## config.mk

```make
export PLATFORM = sky130hd
export DESIGN_NAME = dsp_mult
export DESIGN_NICKNAME = d
export VERILOG_FILES = /design/src/dsp_mult.sv
export SDC_FILE = /design/constraint.sdc
export NUM_CORES = 1
export LEC_CHECK = 0
export BUFFER_PORTS_ARGS = -buffer_cell sky130_fd_sc_hd__buf_2
export CAP_MARGIN = 20
export CORE_ASPECT_RATIO = 0.6
export CORE_MARGIN = 8
export CORE_UTILIZATION = 70
export CTS_BUF_LIST = sky130_fd_sc_hd__clkbuf_4 sky130_fd_sc_hd__clkbuf_8 sky130_fd_sc_hd__clkbuf_16
export DETAILED_ROUTE_END_ITERATION = 10
export GPL_TIMING_DRIVEN = 0
export HOLD_SLACK_MARGIN = 0.1
export MAX_ROUTING_LAYER = met4
export PLACE_DENSITY = 0.93
export SLEW_MARGIN = 25
export SYNTH_ARGS = -nofsm -noshare
export SYNTH_HDL_FRONTEND = slang
export SYNTH_SLANG_ARGS = --single-unit
```

## constraint.sdc

```tcl
create_clock -name vdp_clk -period 16.75 [get_ports vdp_clk]
set_clock_uncertainty 0.1 [all_clocks]
set_input_delay 0.8375 -clock vdp_clk [delete_from_list [all_inputs] [get_ports vdp_clk]]
set_output_delay 0.8375 -clock vdp_clk [all_outputs]
set_load 0.1 [all_outputs]
```

## src/dsp_mult.sv

```systemverilog
/*
 * DSP multiplier
 * Two 16 bit operand registers and a registered signed 32 bit product,
 * written so the whole block maps onto one MAC16 cell.
 */

`timescale 1ns/10ps

module dsp_mult (
    input  logic        vdp_clk,
    input  logic        sel_dsp,
    input  logic        write,
    input  logic        operand_b_sel,
    input  logic [15:0] write_data,
    output logic [31:0] result
);

    logic signed [15:0] operand_a;
    logic signed [15:0] operand_b;
    logic               load_a;
    logic               load_b;

    assign load_a = sel_dsp && write && !operand_b_sel;
    assign load_b = sel_dsp && write && operand_b_sel;

    // enables kept flat, nested ifs push the operands out to fabric FFs
    always_ff @(posedge vdp_clk) begin
        if (load_a) begin
            operand_a <= write_data;
        end

        if (load_b) begin
            operand_b <= write_data;
        end
    end

    // product follows the operands every cycle
    always_ff @(posedge vdp_clk) begin
        result <= operand_a * operand_b;
    end

endmodule

```

==> out/results.tsv <==
stage	metric	value	unit
status	status	complete, no violations	
yosys	Avg Inst Size Synth	9.88	um2
sta	RSZ-0062 raised after global routing	false	
yosys	synthesized flop and latch total	64	
route	DR vias	8829	
floorplan	die width	181	um
worst_setup_path	worst-path fanout max	10	
global_route	GRT Total Usage	0.364	
worst_hold_path	Hold Crit Class	input pin to register	
yosys	Post-Syn Instances	1158	
placed_design	buffers added on ports	51	
yosys	Synthesis Warnings	0	
yosys	register area share after synthesis	0.140	
sta	Peak Freq	137	MHz
global_route	largest net degree at the start of global routing	17	
finish	share of cells above drive strength 1	0.0628	
route	1st-iter DRT viols	1258	
yosys	dominant synthesized flop cell	edfxtp_1	
placed_design	Final HPWL DP	26.9	mm
clock_network	Clock Pin Slew Worst Setup and Hold Paths	0.07	ns
finish	Layout Nets	1585	
sta	max_slew headroom	0.374	
worst_setup_path	Worst EP arrival	7.40	ns
sta	Final Cycle Share	0.435	
job	max cap viols	0	
worst_setup_path	startpoint type of the worst setup path	register	
clock_network	clk sinks	64	
global_route	Remaining Overflow, GRT	0	
clock_network	clock tree buffer depth	2	
global_route	first-pass GRT wire length	54.7	mm
finish	multi-input logic area	0.00861	mm2
sta	Final Max Tran Viols	0	
yosys	asr flop ratio synth	0	
clock_network	worst skew pair latency	0.36	ns
sta	Tmin final	7.28	ns
floorplan	CORE AREA	0.0161	mm2
route	# DRC	0	
sta	setup TNS	0	ns
worst_setup_path	CP required	16.87	ns
floorplan	Die Y	115	um
worst_setup_path	Worst setup EP type	register	
clock_network	postcts setup bufs	0	
sta	Worst Max-Slew Pin Slew	0.939	ns
clock_network	Post-CTS Resized	0	
finish	register area	0.00160	mm2
yosys	Cell Area, Synth	0.0114	mm2
floorplan	Initial Utilization	0.709	
sta	endpoints failing hold	0	
route	final wirelength	34.4	mm
floorplan	number of I/O pins	52	
clock_network	htree depth	3	
clock_network	# hold bufs at CTS	0	
finish	commonest non-fill, non-tap cells in the layout	inv_1 (295), fa_1 (262), nand2_1 (130)	
finish	synthesis-to-layout area growth	7.45	%
yosys	number of synthesized flops with an enable pin	32	
worst_setup_path	Crit Path Category	register to register	
clock_network	CTS tree	yes	
yosys	Distinct cells, synth	47	
finish	Antenna Cells	0	
global_route	antenna violations before repair	0	
sta	final setup violation count	0	
floorplan	row count	36	
route	vias per cell	6.15	
finish	Fill cells	975	
finish	commonest non-fill, non-tap cell in the layout	inv_1	
floorplan	DIE AREA	0.0208	mm2
route	1st-pass router iterations	6	
placed_design	GP Congestion	1.05	
yosys	syn_nets	1522	
clock_network	CTS root buf	clkbuf_16	
global_route	vias in the first global route	9523	
clock_network	Num CTS Buffers	9	
route	WL/cell	24.0	um
route	Final ANT Viol Nets	0	
-- Yosys cell counts (all sizes together) (2+ instances only) --
library cell	n	area, um2
o211ai	6	55.1
a21oi	26	141
o21ai	15	75.1
inv	295	1110
clkbuf	29	109
ha	82	1030
and3	4	25.0
nor3	6	30.0
a21boi	4	30.0
nand3	8	40.0
xor2	5	43.8
o31ai	2	20.0
dfxtp	32	641
a21o	5	37.5
o21bai	3	22.5
buf	3	11.3
nand2b	6	37.5
nor2	31	116
fa	262	5250
xnor2	25	219
and2	125	785
nor2b	4	25.0
o21a	2	15.0
nand2	130	488
edfxtp	32	961
-- sequential cells by signal, summed over array words and instances, names as in the netlist --
| name | flops |
|---|---|
| result | 32 |
| operand_a | 16 |
| operand_b | 16 |
-- worst max-delay path: stages, from the launching register on --
cell and delay (ns):
edfxtp_1 0.58, clkbuf_1 0.55, nand2_1 0.20, inv_1 0.13
fa_1 0.57, fa_1 0.84, fa_1 0.53, fa_1 0.54
fa_1 0.50, inv_1 0.06, fa_1 0.47, inv_1 0.05
ha_1 0.33, and3_1 0.21, a21oi_1 0.11, o21ai_0 0.13
a21o_1 0.20, o21bai_1 0.22, and2_4 0.20, o21ai_0 0.17
a311oi_1 0.45
-- metal layers --
metal,vias to the layer above,GRT usage,share of wire
met3,169,0.186,0.18
met1,4330,0.450,0.36
met5,-,-,0
li1,3529,-,-
met2,801,0.509,0.41
met4,0,0.129,0.043
-- kinds of logic after synthesis --
group	Yosys count	share of synthesized area
mux	1	0.000875
flops	64	0.140
fa+ha+maj	344	0.548
xor+xnor	30	0.0230
compound gates	73	0.0426
buf+inv	327	0.107
simple gates	319	0.138
-- through the flow --
stage	instances	hold slack, ns	utilization	worst slack [ns]	area [um2]
after floorplan	1158	0.422	-	10.71	11400
after detailed placement	1419	0.552	0.742	9.80	12000
after CTS	1435	0.550	0.762	9.68	12300
after global routing	1435	0.564	0.762	9.29	12300
after global placement	1418	0.547	0.741	9.99	12000
final	1435	0.568	0.762	9.47	12300
-- layout make-up --
class | count | share of cell area
multi-input cells | 767 | 0.701
flip-flops and latches | 64 | 0.130
inverters | 295 | 0.0901
repair buffers | 52 | 0.0217
well taps | 209 | 0.0213
clock buffers | 9 | 0.0183
plain buffers | 32 | 0.00977
clock inverters | 7 | 0.00784
-- final timing paths --
check                 end           from  slack, ns  cells past startpoint
max            result[31]   operand_b[2]       9.47                     20
min          operand_b[9]  write_data[9]       0.57                      1
max reg2reg    result[31]   operand_b[2]       9.47                     20
min reg2reg     result[0]   operand_b[0]       0.57                      1
Power is left out: the tool's default activity adds up to more than one toggle a clock period on the data nets, which glitch-free logic cannot reach.
