## config.mk

```make
export PLATFORM = sky130hd
export DESIGN_NAME = io_ports
export DESIGN_NICKNAME = d
export VERILOG_FILES = /design/src/mmio_periph_pkg.sv /design/src/io_ports.sv
export SDC_FILE = /design/constraint.sdc
export NUM_CORES = 1
export LEC_CHECK = 0
export BUFFER_PORTS_ARGS = -buffer_cell sky130_fd_sc_hd__buf_2
export CORE_MARGIN = 4
export CORE_UTILIZATION = 47
export CTS_CLUSTER_SIZE = 30
export DETAILED_ROUTE_END_ITERATION = 10
export PLACE_DENSITY_LB_ADDON = 0.1
export SYNTH_ARGS = -nofsm -noshare
export SYNTH_HDL_FRONTEND = slang
export SYNTH_SLANG_ARGS = --single-unit
export TNS_END_PERCENT = 50
```

## constraint.sdc

```tcl
create_clock -name vdp_clk -period 0.9 [get_ports vdp_clk]
set_input_delay 0.18 -clock vdp_clk [delete_from_list [all_inputs] [get_ports vdp_clk]]
set_output_delay 0.18 -clock vdp_clk [all_outputs]
set_load 0.02 [all_outputs]
```

## src/mmio_periph_pkg.sv

```systemverilog
/*
 * Peripheral register layout
 * Button struct, LED reset value and the bit positions used by the
 * dsp operand select and the gamepad control register.
 */

package mmio_periph_pkg;

    // raw button levels, high when pressed
    typedef struct packed {
        logic left;
        logic right;
        logic b;
    } pad_buttons_t;

    // red LED on after reset
    localparam logic [1:0] STATUS_RESET = 2'b01;

    // address bit 2 picks operand b
    localparam int DSP_SEL_BIT = 2;

    // pad control write layout
    localparam int PAD_LATCH_BIT = 0;
    localparam int PAD_CLK_BIT   = 1;

    localparam int PAD_SHIFT_W = 16;

endpackage

```

## src/io_ports.sv

```systemverilog
/*
 * Status LEDs and gamepad port
 * Holds the two LED bits and a software driven gamepad latch/clock
 * port whose shift register returns one button bit per read.
 */

`timescale 1ns/10ps

module io_ports (
    input  logic                          vdp_clk,
    input  logic                          vdp_reset,
    input  logic                          sel_status,
    input  logic                          sel_pad,
    input  logic                          write,
    input  logic [1:0]                    write_data,
    input  mmio_periph_pkg::pad_buttons_t buttons,
    output logic [1:0]                    status,
    output logic                          led_r,
    output logic                          led_b,
    output logic                          pad_bit
);
    import mmio_periph_pkg::*;

    logic [1:0]             pad_ctrl;
    logic                   pad_latch;
    logic                   pad_clk;
    logic                   pad_clk_q;
    logic [PAD_SHIFT_W-1:0] pad_shift;

    // status register
    always_ff @(posedge vdp_clk) begin
        if (vdp_reset) begin
            status <= STATUS_RESET;
        end else if (sel_status && write) begin
            status <= write_data;
        end
    end

    assign led_r = status[0];
    assign led_b = status[1];

    // pad control, latch and clock driven by software
    always_ff @(posedge vdp_clk) begin
        if (vdp_reset) begin
            pad_ctrl  <= '0;
            pad_clk_q <= 1'b0;
        end else begin
            if (sel_pad && write) begin
                pad_ctrl <= write_data;
            end
            pad_clk_q <= pad_clk;
        end
    end

    assign pad_latch = pad_ctrl[PAD_LATCH_BIT];
    assign pad_clk   = pad_ctrl[PAD_CLK_BIT];

    // left, right, five zeros, then b
    always_ff @(posedge vdp_clk) begin
        if (pad_latch) begin
            pad_shift <= {buttons.left, buttons.right, 5'b0, buttons.b, 8'b0};
        end else if (pad_clk && !pad_clk_q) begin
            pad_shift <= {1'b0, pad_shift[PAD_SHIFT_W-1:1]};
        end
    end

    assign pad_bit = pad_shift[0];

endmodule

```

==> flow_summary.ini <==
[yosys]
netlist_top_cells_count = dfxtp_1 (18), nand2b_1 (16), mux2i_1 (11), o21ai_1 (4)
yosysTopAreaCellShare_pct = 42.67
syn_inst = 75
synth_edf_count = 3
synth_cell_types = 20
yosys_most_used_dff = dfxtp_1
synthesis.nets = 85
ys_top_cells_by_area = dfxtp_1 (43%), mux2i_1 (13%), nand2b_1 (12%)
synth.largest_area_cell = dfxtp_1
ys_seq_elements = 21
yosysMostFrequentCell = dfxtp_1
synthArstFlopShare_pct = 0
synth_area_per_cell_um2 = 11.26
syn_area_um2 = 844.6
ys.warnings.count = 0
yosysSeqAreaShare_pct = 53.33

[clock_tree]
cts_sinks = 21
tritoncts = built
clk-insertion-delay-late_ps = 300
clk_pin_slew_ps = 120
clockBufferDepth = 2
cts-root-buf = clkbuf_4
cts_buffers = 3
cts_htree_levels = 1

[floorplan]
die_area_um2 = 2539
die_y_um = 50.39
fp-row-count = 15
coreArea_um2 = 1708
io_pins = 15
fp.dieW_um = 50.39
initial_core_util_pct = 49.45

[worst_setup_path]
end_kind = output port
reg2reg_slack_ps = -10
path_max_fanout = 3
cp.required_ps = 720
worst_path_largest_cell_delay_ps = 370
worst-setup-path-type = reg -> out
start_kind = flop
crit_buf_inv = 1
cp_slowest_cell = dfxtp_2
critPathTopFamily = flip-flops
crit_start = status[0]
path_cells = buf_6
critPathArrivalTime_ps = 790
r2r-start = pad_clk_q

[hold_path]
min_path_type = in -> reg
hp-start = vdp_reset

[route]
wl_per_cell_um = 11.81
routed_via_density = 4.836
drcViolationCount = 0
vias = 590
drt_iter0_drc = 1
drt_wl_total_mm = 1.441
firstDrtPassIters = 4
ant_nets = 0

[sta]
fin_crit_sh_pct = 108.1
post-route-min-period_ps = 972.7
drv_slew = 0
tightest_slew_ps = 117.3
fmax_mhz = 1028
finalClockSkew_ps = 7.045
finalSetupViolations = 9
hold_viol_final = 0
layout_setup_ws_ps = -72.73
rsz0062_at_grt = true
tns_ps = -333.4
slew_headroom_pct = 91.96

[final_layout]
nNetsFinal = 108
syn2layout_area_growth_pct = 31.11
diodes = 0
fillers = 149
drive_gt1_share_pct = 41.24

[status]
outcome = finished, violations left
violations = setup timing

[global_routing]
grt_use_met2_pct = 23.70
grt-busiest-layer = met2
grt.overflow.total = 0
grt_use_met1_pct = 14.31
grt_max_degree = 13
grt_pass1_wl_mm = 2.525
antenna_found_initial = 0
grt_use_total_pct = 13.13
grt_util_met3_pct = 2.671
grt_pass1_vias = 605

[power_and_ir_drop]
ir_drop_v = 0.0009041
powerDensity_nw_per_um2 = 1587
p_total_uw = 1758
power_leakage_uw = 0.0004839

[placed_design]
place_congestion = 0.6900
portBuffers = 14
dp_hpwl_mm = 1.010

[job]
cap_violations = 0
## cell type report
class                           count  area [um^2]  share of cell area, %
Multi-Input combinational cell     49        397.9                  35.93
Sequential cell                    21        462.9                  41.81
Tap cell                           25        31.28                  2.825
Clock inverter                      1        5.005                 0.4520
Timing Repair Buffer               23        187.7                  16.95
Clock buffer                        3        22.52                  2.034
## path summary, 6_finish.rpt
kind	endpoint	cells past startpoint
hold / removal	pad_ctrl[0]	2
setup / recovery	led_r	1
setup reg to reg	pad_shift[3]	3
hold reg to reg	pad_shift[7]	2
## report_power, final
| group | switching [uW] | leakage, uW | internal [uW] |
|---|---|---|---|
| Clock | 277 | 0.0000177 | 165 |
| Sequential | 37.9 | 0.000178 | 1020 |
| Combinational | 109 | 0.000288 | 145 |
| Total | 424 | 0.000484 | 1330 |
## sequential cells by signal, summed over array words and instances (netlist names)
| signal | flops |
|---|---|
| pad_clk_q | 1 |
| pad_ctrl | 2 |
| pad_shift | 16 |
| status | 2 |
## layer usage
layer  up-vias  share of wire (%)  wire (um)
met4         0               0.97         14
met5         -                  0          0
met2         8                 53        758
li1        303                  -          -
met3         2                3.6         52
met1       277                 43        614
## timing repair
item | 4_1_cts | 5_1_grt
endpoints found under the setup margin | 24 | 22
gates cloned | 0 | 0
hold buffers | 0 | 0
pin swaps | 0 | 0
gates resized for setup | 20 | 7
buffers inserted | 1 | 1
## metrics by stage
stage | setup WS (ps) | utilization (%) | hold slack, ps | area (um^2) | std cells
4_1_cts | -81.58 | 62.64 | 65.32 | 1070 | 121
5_1_grt | -110.9 | 64.84 | 84.62 | 1107 | 122
3_5_place_dp | -94.93 | 56.92 | 408.3 | 972.2 | 116
2_1_floorplan | -14.81 | - | 249.1 | 858.3 | 75
3_3_place_gp | -65.00 | 56.92 | 409.5 | 972.2 | 116
6_report | -72.73 | 64.84 | 80.39 | 1107 | 122
## layout by cell type, fill, tap and decap left out
cell type and n:
nand2b_1 11, nor2b_1 2, and2_1 1, and2b_2 1, buf_6 10, clkinv_2 1
mux2i_1 11, dfxtp_4 2, o21ai_1 4, a311o_1 1, edfxtp_1 3, nand2_1 3
clkbuf_4 3, nand2b_4 5, dfxtp_2 4, a21oi_1 2, nand4bb_1 2, a21boi_1 1
nand3_1 2, dfxtp_1 12, buf_2 9, buf_4 4, mux2_2 1, a21bo_1 2
## cells by family after synthesis
logic type	after synthesis	synth area share [%]
AOI/OAI and AO/OA	10	8.001
muxes	12	14.37
and+or+nand+nor	27	20.15
DFF	21	53.33
buffers and inverters	5	4.147
(Power assumes the default switching activity.)
