<file path="src/mmio_bus_pkg.sv">
/*
 * MMIO bus definitions
 * Request, response and select structs shared by the decoder, the read mux
 * and the top level, plus the region map of the peripheral address space.
 */

package mmio_bus_pkg;

    // one bus request, held by the master until ready
    typedef struct packed {
        logic        valid;
        logic [23:0] address;
        logic [3:0]  wstrb;
        logic [31:0] write_data;
    } mmio_req_t;

    typedef struct packed {
        logic        ready;
        logic [31:0] read_data;
    } mmio_rsp_t;

    // one-cycle select pulses, at most one region bit high
    typedef struct packed {
        logic status;
        logic dsp;
        logic pad;
        logic cop;
        logic none;
        logic write;
    } mmio_sel_t;

    // region field of the address
    localparam int REGION_MSB = 19;
    localparam int REGION_LSB = 16;

    localparam logic [3:0] REGION_STATUS = 4'd0;
    localparam logic [3:0] REGION_DSP    = 4'd1;
    localparam logic [3:0] REGION_PAD    = 4'd2;
    localparam logic [3:0] REGION_COP    = 4'd3;

    // copper RAM holds 2048 words
    localparam int COP_ADDR_W = 11;

endpackage

</file>
<file path="src/mmio_read_mux.sv">
/*
 * MMIO response mux
 * Registers the ready pulse one cycle after a select and returns the
 * read data of the selected region. Writes and unmapped reads give zero.
 */

`timescale 1ns/10ps

module mmio_read_mux (
    input  logic                    vdp_clk,
    input  logic                    vdp_reset,
    input  mmio_bus_pkg::mmio_sel_t sel,
    input  logic [1:0]              status,
    input  logic [31:0]             dsp_result,
    input  logic                    pad_bit,
    output mmio_bus_pkg::mmio_rsp_t rsp
);

    logic        ready_next;
    logic [31:0] read_next;
    logic        ready_q;
    logic [31:0] read_data_q;

    // every region answers, including cop and unmapped
    assign ready_next = sel.status || sel.dsp || sel.pad || sel.cop || sel.none;

    always_comb begin
        read_next = '0;

        if (!sel.write) begin
            if (sel.status) begin
                read_next = {30'b0, status};
            end else if (sel.dsp) begin
                read_next = dsp_result;
            end else if (sel.pad) begin
                read_next = {31'b0, pad_bit};
            end
        end
    end

    always_ff @(posedge vdp_clk) begin
        if (vdp_reset) begin
            ready_q <= 1'b0;
        end else begin
            ready_q <= ready_next;
        end
    end

    // read data register
    always_ff @(posedge vdp_clk) begin
        read_data_q <= read_next;
    end

    assign rsp.ready     = ready_q;
    assign rsp.read_data = read_data_q;

endmodule

</file>
<file path="config.mk">
export PLATFORM = sky130hd
export DESIGN_NAME = mmio_read_mux
export DESIGN_NICKNAME = d
export VERILOG_FILES = /design/src/mmio_bus_pkg.sv /design/src/mmio_read_mux.sv
export SDC_FILE = /design/constraint.sdc
export NUM_CORES = 1
export LEC_CHECK = 0
export BUFFER_PORTS_ARGS = -buffer_cell sky130_fd_sc_hd__buf_4
export CORE_MARGIN = 4
export CORE_UTILIZATION = 37
export CTS_BUF_LIST = sky130_fd_sc_hd__clkbuf_4 sky130_fd_sc_hd__clkbuf_8 sky130_fd_sc_hd__clkbuf_16
export DETAILED_ROUTE_END_ITERATION = 16
export PLACE_DENSITY = 0.78
export SYNTH_ARGS = -nofsm -noshare
export SYNTH_HDL_FRONTEND = slang
export SYNTH_SLANG_ARGS = --single-unit
</file>
<file path="constraint.sdc">
create_clock -name vdp_clk -period 0.86 [get_ports vdp_clk]
set_input_delay 0.172 -clock vdp_clk [delete_from_list [all_inputs] [get_ports vdp_clk]]
set_output_delay 0.172 -clock vdp_clk [all_outputs]
set_load 0.01 [all_outputs]
</file>
==> results.cfg, run 1 <==
[floorplanning]
die_h_um = 59.0
rows = 18
core_um2 = 2480
die_area_um2 = 3480
ioPinCount = 76
start_util = 0.388
dieWidth_um = 59.0

[yosys]
synth_top_family_by_area = simple AND/OR/NAND/NOR gates
muxShareOfSynthArea = 0
synth_top_cell_by_area = dfxtp_1
avgSynthCellArea_um2 = 12.3
yosys_warnings = 0
yosys-top-cells-area = dfxtp_1 69%, and2_2 15%, and2_1 7.2%
syn_nets = 121
ys_ff_latch = 33
syn_area_um2 = 962
ys_seq_area_frac = 0.687
yosysTopAreaCellShare = 0.687
synthAdderAreaFrac = 0
synth_compound_area_frac = 0.0247
synthSimpleGateAreaFrac = 0.261
synthXorXnorAreaFrac = 0
syn-instance-count = 78
ys_types = 13

[route]
drt_iter0_markers = 13
routed-wl-met2_um = 1550
via_per_inst = 4.30
drc = 0
routedWlPerCell_um = 13.8
wl_met1_um = 815
routed.top_layer = met4
drtAntennaViolNets = 0
vias = 826
met3WireLength_um = 257
drt-total-wl_um = 2650
dr.pass1.iters = 3

[worst_setup_path]
path_class = reg2out
setup.worst_path.end_class = primary output
critPathMaxFanout = 1
worstPathRequired_ns = 0.69
cp_top_family = flip-flops
crit_chain = buf_6
slowest_stage = dfxtp_2
critPathMaxStageDelay_ns = 0.34
crit_path_start_kind = register
cp.buffers_inverters = 1
arrival_ns = 0.77

[clock_network]
cts_root_buffer = clkbuf_4
cts_tree = yes
cts_buffer_depth = 2
clk_pin_slew_worst_paths_ns = 0.10
cts-buffers-inserted = 5
htree_levels = 2
cts.sinks = 33
postCtsSetupBuffers = 0

[hold_path]
hold_path.class = in2reg

[power]
vdd_ir_drop_max_v = 0.00122
power_uw = 2850
pwr_density_cell_nw_per_um2 = 1570
leakage_uw = 0.000877

[timing]
fmax_mhz = 1060
hold_violations = 0
final_max_slew_viol_count = 0
period_minus_slack_ns = 0.946
timing.final.crit_share = 1.10
grt_setup_unrepaired = yes
worst_pin_slew_ns = 0.222
slew_headroom = 0.852
layout_setup_ws_ns = -0.0858
setup_viol = 33
whs_ns = 0.0380

[place]
dp.final_hpwl_um = 1960
globalplace.congestion = 0.746
place_area_um2 = 1580
port-buffer-count = 75

[global_route]
antenna_found_initial = 0
overflow = 0
grt_max_degree = 17
grt_pass1_vias = 877
grt_pass1_wl_um = 3910
track_usage = 0.159

[final_layout]
antenna_cells = 0
drive_above_1_share = 0.858
utilization = 0.731
finalNetCount = 205
area_delta_synth_final_pct = 88.2
final_area_um2 = 1810

[run_status]
status = finished, violations left
violations = setup timing

[job]
maxCapViolations = 0
[cells in the mapped netlist]
cell       n
buf_4      1
nand2_1    1
inv_1      1
a21oi_1    3
dfxtp_1   33
clkbuf_2   3
and2_1    11
a221oi_1   1
and2_2    19
nor3b_2    1
nor3_1     1
nand3b_1   2
nor2_1     1
[metal layers]
metal	vias to the layer above	global-route usage
met2	44	0.301
met3	2	0.0697
met1	374	0.149
li1	406	-
met5	-	0
met4	0	0.0583
[through the flow]
step | cells | setup TNS [ns] | setup slack (ns)
finish | 192 | -2.29 | -0.0858
global route | 192 | -3.61 | -0.127
CTS | 192 | -2.76 | -0.0970
detailed placement | 184 | -2.20 | -0.0880
global placement | 184 | -1.28 | -0.0575
floorplan | 78 | 0 | 0.114
[logic make-up (layout without fill, tap and decap cells)]
kind of cell / count (synthesis) / after routing
buffers and inverters: 5 / 89
flip-flops: 33 / 33
AND/OR/NAND/NOR: 36 / 36
AO/OA/AOI/OAI: 4 / 4
[area by class of cell]
type | count | area, um^2
multi-input cells | 40 | 275
well taps | 30 | 37.5
inverters | 1 | 3.75
repair buffers | 81 | 734
fillers | 177 | 667
flip-flops and latches | 33 | 701
clock buffers | 7 | 58.8
[state kept, by name, summed over array words and instances (netlist names)]
signal and cells:
read_data_q 32, ready_q 1
[path summary, 6_finish.rpt]
kind	startpoint	end	slack, ns	depth (start not counted)
worst min-delay path	dsp_result[24]	read_data_q[24]	0.04	2
worst max-delay path	read_data_q[18]	rsp[18]	-0.09	1
[placed cells by master, fill, tap and decap left out]
cell type / Yosys / routed
nand2_1: 1 / 1
buf_6: 0 / 33
dfxtp_1: 33 / 1
nand3b_1: 2 / 2
and2_2: 19 / 19
a221oi_1: 1 / 1
and2_1: 11 / 11
buf_4: 1 / 47
nor3_1: 1 / 1
inv_1: 1 / 1
dfxtp_2: 0 / 32
nor2_1: 1 / 1
nor3b_2: 1 / 1
clkbuf_4: 0 / 6
clkbuf_8: 0 / 1
dlygate4sd3_1: 0 / 1
a21oi_1: 3 / 3
[where the power goes]
group | switching (uW) | internal [uW] | total [uW]
logic | 101 | 248 | 349
registers | 21.4 | 1580 | 1600
clock network | 479 | 417 | 896
[what timing repair did]
action / in CTS / in global routing
resized for setup: 56 / 9
hold buffers: 1 / 0
pin swaps: 0 / 0
hold endpoints to repair: 1 / 0
cloned: 0 / 0
setup endpoints to repair: 33 / 33
Note: power is estimated with default switching activity, not from simulation.
==> run 2, diff against run 1 <==
- CORE_UTILIZATION: 37 -> 39
- CTS_BUF_LIST: sky130_fd_sc_hd__clkbuf_4 sky130_fd_sc_hd__clkbuf_8 sky130_fd_sc_hd__clkbuf_16 -> sky130_fd_sc_hd__clkbuf_4 sky130_fd_sc_hd__clkbuf_8
- HOLD_SLACK_MARGIN: not set -> 0.05
- PLACE_DENSITY: 0.78 -> 0.82
==> results.cfg, run 2 (synthesis gave the netlist of run 1 again) <==
[worst_setup_path]
critPathMaxFanout = 1
cp.buffers_inverters = 1
slowest_stage = dfxtp_2
crit_chain = buf_6
setup.worst_path.end_class = primary output
cp_top_family = flip-flops
worstPathRequired_ns = 0.69
path_class = reg2out
cp-endpoint = rsp[3]
cp-startpoint = read_data_q[3]
critPathMaxStageDelay_ns = 0.33
arrival_ns = 0.76
cp_num_cells = 1
crit_path_start_kind = register

[timing]
setup_viol = 33
worst_pin_slew_ns = 0.213
slew_headroom = 0.858
timing.final.crit_share = 1.08
tns_ns = -1.92
whs_ns = 0.0617
layout_setup_ws_ns = -0.0699
fmax_mhz = 1080
grt_setup_unrepaired = yes
hold_violations = 0
final_max_slew_viol_count = 0
period_minus_slack_ns = 0.930

[final_layout]
final_cell_mix = 47 x buf_4, 33 x buf_6, 33 x dfxtp_2
largest_reg_flops = 32
reg_top3 = read_data_q: 32 flops, ready_q: 1 flops
finalNetCount = 217
area_delta_synth_final_pct = 98.8
antenna_cells = 0
largest-register = read_data_q
drive_above_1_share = 0.803
instances_no_fill = 201
final_common_cell = buf_4

[power]
comb_power_share = 0.145
pwr_density_cell_nw_per_um2 = 1420
vdd_ir_drop_max_v = 0.000953
netSwitchingPower_uw = 575
power_frac_seq = 0.588
leakage_uw = 0.000919
power_uw = 2720
p_int_uw = 2150
clkPwrFrac = 0.266
swShare = 0.211

[floorplanning]
ioPinCount = 76
rows = 17
core_um2 = 2280
dieWidth_um = 57.7
die_area_um2 = 3330
die_h_um = 57.7
start_util = 0.423

[place]
dp.final_hpwl_um = 1840
globalplace.congestion = 0.675
place_inst = 182
port-buffer-count = 75

[clock_network]
htree_levels = 2
cts_tree = yes
cts_root_buffer = clkbuf_4
clk_pin_slew_worst_paths_ns = 0.09
cts.sinks = 33
cts_buffer_depth = 2
cts-buffers-inserted = 5

[global_route]
antenna_found_initial = 0
overflow = 0
grt_max_degree = 18
grt_pass1_vias = 955
grt_pass1_wl_um = 4200
track_usage = 0.171

[job]
maxCapViolations = 0

[route]
vias = 876
drtAntennaViolNets = 0
drc = 0
via_per_inst = 4.36
drt_iter0_markers = 7
drt-total-wl_um = 2600
dr.pass1.iters = 4
routedWlPerCell_um = 12.9

[run_status]
violations = setup timing
status = finished, violations left

[hold_path]
hold_path.class = in2reg
-- run 2: cell types whose count changed in the layout (fill, tap and decap cells not counted), sizes merged --
| cell | change |
|---|---|
| clkbuf | -2 |
| clkinv | +1 |
| dlygate4sd3 | +12 |
-- run 2: repair_timing --
| item | CTS | global route |
|---|---|---|
| setup endpoints to repair | 33 | 33 |
| endpoints found under the hold margin | 10 | 3 |
| hold buffers | 10 | 3 |
| setup buffers | 0 | 0 |
| resized for setup | 59 | 7 |
-- run 2: layout make-up --
type | instances | area (um^2)
clock inverters | 1 | 5.00
repair buffers | 93 | 855
fillers | 121 | 363
inverters | 1 | 3.75
multi-input cells | 40 | 275
flip-flops and latches | 33 | 702
well taps | 28 | 35.0
clock buffers | 5 | 37.5
-- run 2: worst min path at each step --
| stage | from | end | cells after the start | slack, ns |
|---|---|---|---|---|
| global placement | vdp_reset | ready_q | 2 | 0.33 |
| CTS | dsp_result[25] | read_data_q[25] | 2 | 0.05 |
| global route | dsp_result[14] | read_data_q[14] | 2 | 0.05 |
| detailed placement | vdp_reset | ready_q | 2 | 0.34 |
| floorplan | sel[0] | read_data_q[1] | 1 | 0.24 |
| finish | dsp_result[25] | read_data_q[25] | 2 | 0.06 |
-- run 2: power groups by stage --
| stage | combinational [uW] | clock, uW | sequential, uW |
|---|---|---|---|
| 5_1_grt | 429 | 828 | 1610 |
| 6_report | 396 | 725 | 1600 |
| 4_1_cts | 384 | 760 | 1600 |
| 3_5_place_dp | 319 | 0 | 1620 |
| 3_3_place_gp | 311 | 0 | 1620 |
| 2_1_floorplan | 59.1 | 0 | 1640 |
-- run 2: through the flow --
step / instance area, um^2 / utilization / worst slack [ns]
after detailed placement: 1580 / 0.692 / -0.0928
final: 1910 / 0.841 / -0.0699
after floorplan: 962 / - / 0.114
after global routing: 1910 / 0.841 / -0.115
after global placement: 1580 / 0.692 / -0.0538
after CTS: 1870 / 0.824 / -0.0855
-- run 2: layer usage --
metal | up-vias | share of wire | GRT usage | routed length [um]
li1 | 429 | - | - | -
met1 | 384 | 0.33 | 0.166 | 870
met2 | 58 | 0.51 | 0.303 | 1340
met3 | 5 | 0.14 | 0.0824 | 357
met4 | 0 | 0.015 | 0.0795 | 39
met5 | - | 0 | 0 | 0
