--- config.mk ---
export PLATFORM = sky130hd
export DESIGN_NAME = mmio_decoder
export DESIGN_NICKNAME = d
export VERILOG_FILES = /design/src/mmio_bus_pkg.sv /design/src/mmio_decoder.sv
export SDC_FILE = /design/constraint.sdc
export NUM_CORES = 1
export LEC_CHECK = 0
export ABC_AREA = 1
export BUFFER_PORTS_ARGS = -buffer_cell sky130_fd_sc_hd__buf_2
export CORE_MARGIN = 8
export CORE_UTILIZATION = 20
export CTS_CLUSTER_DIAMETER = 80
export DETAILED_ROUTE_END_ITERATION = 6
export HOLD_SLACK_MARGIN = 0.15
export MAX_ROUTING_LAYER = met4
export PLACE_DENSITY = 0.77
export SLEW_MARGIN = 15
export SYNTH_ARGS = -nofsm -noshare
export SYNTH_HDL_FRONTEND = slang
export SYNTH_SLANG_ARGS = --single-unit
--- constraint.sdc ---
create_clock -name vdp_clk -period 1.5 [get_ports vdp_clk]
set_clock_uncertainty 0.05 [all_clocks]
set_input_delay 0.225 -clock vdp_clk [delete_from_list [all_inputs] [get_ports vdp_clk]]
set_output_delay 0.225 -clock vdp_clk [all_outputs]
set_load 0.1 [all_outputs]
--- src/mmio_bus_pkg.sv ---
/*
 * MMIO bus definitions
 * Request, response and select structs shared by the decoder, the read mux
 * and the top level, plus the region map of the peripheral address space.
 */

package mmio_bus_pkg;

    // one bus request, held by the master until ready
    typedef struct packed {
        logic        valid;
        logic [23:0] address;
        logic [3:0]  wstrb;
        logic [31:0] write_data;
    } mmio_req_t;

    typedef struct packed {
        logic        ready;
        logic [31:0] read_data;
    } mmio_rsp_t;

    // one-cycle select pulses, at most one region bit high
    typedef struct packed {
        logic status;
        logic dsp;
        logic pad;
        logic cop;
        logic none;
        logic write;
    } mmio_sel_t;

    // region field of the address
    localparam int REGION_MSB = 19;
    localparam int REGION_LSB = 16;

    localparam logic [3:0] REGION_STATUS = 4'd0;
    localparam logic [3:0] REGION_DSP    = 4'd1;
    localparam logic [3:0] REGION_PAD    = 4'd2;
    localparam logic [3:0] REGION_COP    = 4'd3;

    // copper RAM holds 2048 words
    localparam int COP_ADDR_W = 11;

endpackage

--- src/mmio_decoder.sv ---
/*
 * MMIO address decoder
 * Turns an accepted bus request into one registered select pulse and
 * holds off further selects until the response has been returned.
 */

`timescale 1ns/10ps

module mmio_decoder (
    input  logic                   vdp_clk,
    input  logic                   vdp_reset,
    input  mmio_bus_pkg::mmio_req_t req,
    input  logic                   ready,
    output mmio_bus_pkg::mmio_sel_t sel
);
    import mmio_bus_pkg::*;

    logic [REGION_MSB-REGION_LSB:0] region;
    mmio_sel_t                      decoded;
    logic                           busy;
    logic                           accept;

    assign region = req.address[REGION_MSB:REGION_LSB];

    // a held valid is ignored while the current access is in flight
    assign accept = req.valid && !busy;

    always_comb begin
        decoded       = '0;
        decoded.write = |req.wstrb;

        case (region)
            REGION_STATUS: decoded.status = 1'b1;
            REGION_DSP:    decoded.dsp    = 1'b1;
            REGION_PAD:    decoded.pad    = 1'b1;
            REGION_COP:    decoded.cop    = 1'b1;
            // unmapped, still answered so the master never hangs
            default:       decoded.none   = 1'b1;
        endcase
    end

    always_ff @(posedge vdp_clk) begin
        if (vdp_reset) begin
            sel  <= '0;
            busy <= 1'b0;
        end else begin
            sel <= '0;

            if (accept) begin
                sel  <= decoded;
                busy <= 1'b1;
            end else if (ready) begin
                busy <= 1'b0;
            end
        end
    end

endmodule

==> flow_metrics.tcl, run 1 <==
set metrics [dict create \
    crit_fanout 1 \
    pwr-share-clk_pct 37.8 \
    fin_cells 68 \
    crit_required_ps 1220 \
    cap_violations 0 \
    synthAdderAreaFrac_pct 0 \
    ys_ff_latch 7 \
    setup_tns_ps 0 \
    start_util_pct 20.8 \
    dp.cells 63 \
    comb_power_share_pct 17.3 \
    synthTopCellsByArea "dfxtp_1 54%, nor2_1 10%, inv_1 8.7%, nand3_1 7.7%, nand3b_4 7.7%" \
    grt_pass1_vias 247 \
    worst-setup-path-type "reg -> out" \
    drt.antenna.violating_nets 0 \
    post-route-drc-count 0 \
    grt_pass1_wl_um 883 \
    busiest_layer "met4" \
    syn-cell-area_um2 260 \
    crit_arrival_ps 960 \
    synth_top_family_by_area "simple AND/OR/NAND/NOR gates" \
    met2_usage_pct 4.80 \
    coreArea_mm2 0.00125 \
    holdBufCountCts 1 \
    cp-startpoint "sel[2]$_SDFF_PP0_" \
    final_layout_size_suffix_gt1_share_pct 43.4 \
    fin_nets 118 \
    max_stage_delay_ps 420 \
    critPathTopFamily "buffers and inverters" \
    hp-class "in -> reg" \
    drv_slew 0 \
    final_common_cell "buf_2" \
    die_y_um 52.1 \
    ios 70 \
    cts.sinks 7 \
    r2r_start "busy$_SDFFE_PP0P_" \
    clockRootBuffer "clkbuf_4" \
    synth_cell_types 9 \
    clock_latency_ps 240 \
    antenna_found_initial 0 \
    fin_crit_ps 1240 \
    drt_iter0_drc 1 \
    dpl.hpwl_um 522 \
    final_cell_mix "17 x buf_2, 7 x nor2_1, 7 x dfxtp_1" \
    syn_area_per_cell_um2 8.40 \
    swShare_pct 26.6 \
    vias 255 \
    ctsLongestPathBuffers 2 \
    cts_tree "done" \
    die_area_mm2 0.00271 \
    hold_path.startpoint "req[52]" \
    gp_congestion 0.587 \
    grtUsageTotal_pct 5.02 \
    synth_top_area_share_pct 53.8 \
    met1_usage_pct 4.54 \
    detail_route.wl_per_cell_um 8.51 \
    grt_use_met3_pct 4.27 \
    clk_pin_slew_ps 50 \
    wirelength_um 579 \
    postCtsSetupBuffers 0 \
    p_int_uw 318 \
    setup_viol 0 \
    maxSlewHeadroom_pct 67.6 \
    power_density_mw_per_mm2 1080 \
    path_cells "buf_2" \
    synth_xor_area_share_pct 0 \
    io_buffers 17 \
    firstDrtPassIters 2 \
    synth_compound_area_share_pct 1.92 \
    grt_max_degree 8 \
    critPathCaptureType "output port" \
    synthSimpleGateAreaFrac_pct 34.1 \
    grt.overflow.total 0 \
    max-vdd-ir-drop_v 0.000182 \
    place_area_um2 364 \
    synthToLayoutAreaGrowth_pct 53.8 \
    syn_inst 31 \
    synth_warnings 0 \
    postLayoutCellArea_um2 400 \
    switching_power_uw 115 \
    slowest_stage "buf_2" \
    path_buf_inv 1 \
    tightestPinTransition_ps 490 \
    hold_viol_final 0 \
    period_share_pct 82.6 \
    viasPerCell 3.75 \
    numCtsBuffers 3 \
    htreeDepth 1 \
    yosysTopAreaCell "dfxtp_1" \
    rows 13 \
    yosysSeqAreaShare_pct 53.8 \
    cts-resized-gates 0 \
    leakage_uw 0.000226 \
    p_seq_share_pct 45.0 \
    diodes 0 \
    status "finished clean" \
    synth.area.mux_share_pct 0 \
    rsz0062_at_grt "false" \
    cp-start-kind "flop" \
    fmax_mhz 807 \
    synth_nets 95 \
    die_x_um 52.1 \
]
==> cells in the mapped netlist, drive strengths merged <==
library cell and n:
nor2 8, dfxtp 7, inv 7, nand3 4, nand2 3, nand3b 1
o21ai 1
==> metal layers <==
metal	wire length, µm	vias up
met2	206	18
met1	276	98
met4	7	0
met5	0	-
li1	-	137
met3	88	2
==> power by group through the flow <==
stage	Clock [µW]	Sequential [µW]	Combinational (µW)
floorplan	0	229	19.1
global placement	0	198	71.9
detailed placement	0	198	73.5
CTS	170	195	75.6
global route	187	195	79.9
finish	163	195	74.8
==> flip-flops by register name (all words and copies together), names as in the netlist <==
register and count:
busy 1, sel 6
==> worst paths after layout <==
path,cells after the start,slack (ps),endpoint
worst max-delay path,1,260,sel[2]
worst min-delay path,3,190,sel[4]$_SDFF_PP0_
worst max register to register,2,770,sel[2]$_SDFF_PP0_
worst min register to register,2,410,busy$_SDFFE_PP0P_
==> per-stage QoR <==
| step | hold WS (ps) | total power, µW | setup WS, ps | utilization [%] |
|---|---|---|---|---|
| 3_3_place_gp | 357 | 270 | 523 | 29.1 |
| 4_1_cts | 182 | 441 | 240 | 32.0 |
| 6_report | 190 | 433 | 260 | 32.0 |
| 2_1_floorplan | 271 | 248 | 316 | - |
| 5_1_grt | 184 | 462 | 207 | 32.0 |
| 3_5_place_dp | 361 | 272 | 510 | 29.1 |
==> area by class of cell <==
type | count | area [µm²]
Fill cell | 140 | 852
Sequential cell | 7 | 140
Timing Repair Buffer | 18 | 95.1
Multi-Input combinational cell | 17 | 93.8
Clock buffer | 4 | 26.3
Inverter | 7 | 26.3
Tap cell | 15 | 18.8
==> cells by family (layout without fill, tap and decap cells) <==
| kind of cell | count (synthesis) | in the layout |
|---|---|---|
| compound gates | 1 | 1 |
| buf+inv | 7 | 29 |
| flops | 7 | 7 |
| simple gates | 16 | 16 |
No activity file was read; power rests on OpenSTA's default activity.
==> inputs of run 2 (changes only) <==
CORE_UTILIZATION = 17   (was 20)
PLACE_DENSITY = 0.7   (was 0.77)
clock period = 1 ns   (was 1.5 ns; I/O delays follow)
==> flow_metrics.tcl, run 2 (same netlist as run 1, synthesis figures left out) <==
set metrics [dict create \
    status "finished clean" \
    fin_crit_ps 960 \
    diodes 0 \
    detail_route.wl_per_cell_um 9.41 \
    drt.antenna.violating_nets 0 \
    leakage_uw 0.000275 \
    pwr-share-clk_pct 35.8 \
    setup_viol 0 \
    holdBufCountCts 8 \
    die_x_um 55.1 \
    viasPerCell 3.76 \
    firstDrtPassIters 2 \
    worst-setup-path-type "reg -> out" \
    r2r_slack_ps 270 \
    path_cells "buf_12" \
    max-vdd-ir-drop_v 0.000593 \
    p_seq_share_pct 42.3 \
    maxSlewHeadroom_pct 91.8 \
    swShare_pct 26.7 \
    total_power_uw 703 \
    grt.overflow.total 0 \
    largest_registers "sel x6, busy x1" \
    cp-startpoint "sel[2]$_SDFF_PP0_" \
    drv_slew 0 \
    ctsLongestPathBuffers 2 \
    final_layout_size_suffix_gt1_share_pct 50.0 \
    antenna_found_initial 0 \
    cap_violations 0 \
    tightestPinTransition_ps 123 \
    wirelength_um 715 \
    fin_nets 125 \
    synthToLayoutAreaGrowth_pct 120 \
    cts_tree "done" \
    switching_power_uw 187 \
    post-route-drc-count 0 \
    hold_viol_final 0 \
    comb_power_share_pct 21.9 \
    cp-endpoint "sel[2]" \
    cp-start-kind "flop" \
    multi_input_area_um2 96.3 \
    coreArea_mm2 0.00147 \
    period_share_pct 96.0 \
    crit_required_ps 800 \
    fin_cells 76 \
    r2r_start "busy$_SDFFE_PP0P_" \
    drt_iter0_drc 2 \
    max_stage_delay_ps 340 \
    filler_cell_count 151 \
    ios 70 \
    reg2reg_to "busy$_SDFFE_PP0P_" \
    die_y_um 55.1 \
    gp_congestion 0.697 \
    grt_pass1_vias 315 \
    rsz0062_at_grt "false" \
    clockRootBuffer "clkbuf_4" \
    fmax_mhz 1040 \
    crit_arrival_ps 760 \
    final_cell_mix "11 x buf_2, 8 x dlygate4sd3_1" \
    vias 286 \
    top_register "sel" \
    start_util_pct 17.7 \
    clk_pin_slew_ps 50 \
    p_int_uw 516 \
    grt_pass1_wl_um 1160 \
    rows 14 \
    largest_reg_flops 6 \
    clock_latency_ps 250 \
    postCtsSetupBuffers 0 \
    grtUsageTotal_pct 5.79 \
    crit_fanout 1 \
    slowest_stage "dfxtp_2" \
    htreeDepth 1 \
    io_buffers 17 \
    path_buf_inv 1 \
    grt_max_degree 8 \
    final_common_cell "buf_2" \
    die_area_mm2 0.00304 \
    seqCellArea_um2 148 \
    worstRegToRegCells 2 \
    critPathCaptureType "output port" \
    dp.cells 64 \
    power_density_mw_per_mm2 1230 \
    path_depth 1 \
    hp-class "in -> reg" \
    numCtsBuffers 3 \
    setup_tns_ps 0 \
    critPathTopFamily "flip-flops" \
    cts.sinks 7 \
    fin_hold_ws_ps 114 \
]
run 2: cell types whose count changed in the layout (fill, tap and decap cells not counted), moves of 6 or more:
cell           change
dlygate4sd3_1      +7
buf_12             +6
buf_2              -6
dfxtp_1            -6
dfxtp_2            +6
run 2: what timing repair did:
item	4_1_cts	5_1_grt
endpoints found under the hold margin	7	4
gates resized for setup	0	1
endpoints found under the setup margin	0	2
run 2: routing by layer:
layer | global-route usage (%) | wire length [µm] | up-vias
met4 | 6.00 | 29 | 0
met2 | 8.58 | 333 | 16
met1 | 4.89 | 265 | 116
met5 | - | 0 | -
li1 | - | - | 149
met3 | 3.21 | 86 | 5
run 2: cell type report:
| class | instances | area share, % |
|---|---|---|
| flip-flops and latches | 7 | 25.8 |
| repair buffers | 25 | 44.6 |
| well taps | 16 | 3.50 |
| multi-input cells | 17 | 16.8 |
| inverters | 7 | 4.60 |
| clock buffers | 4 | 4.60 |
run 2: worst min-delay path by stage:
stage	endpoint	cells past startpoint	startpoint	slack, ps
4_1_cts	sel[1]$_SDFF_PP0_	3	req[54]	110
5_1_grt	sel[1]$_SDFF_PP0_	3	req[54]	110
6_report	sel[1]$_SDFF_PP0_	3	req[54]	110
2_1_floorplan	busy$_SDFFE_PP0P_	1	ready	200
3_5_place_dp	busy$_SDFFE_PP0P_	2	ready	280
3_3_place_gp	busy$_SDFFE_PP0P_	2	ready	280
run 2: per-stage QoR:
step / utilization [%] / area (µm²) / worst slack, ps
floorplan: - / 268 / 174
global route: 38.9 / 572 / 0.979
CTS: 38.7 / 569 / 2.52
detailed placement: 31.5 / 463 / 270
global placement: 31.5 / 463 / 292
finish: 38.9 / 572 / 40.0
run 2: power by group through the flow:
stage	logic, µW	clock network [µW]	registers [µW]
floorplan	28.7	0	344
global placement	127	0	302
detailed placement	130	0	303
CTS	154	258	297
global route	164	275	298
finish	154	252	297
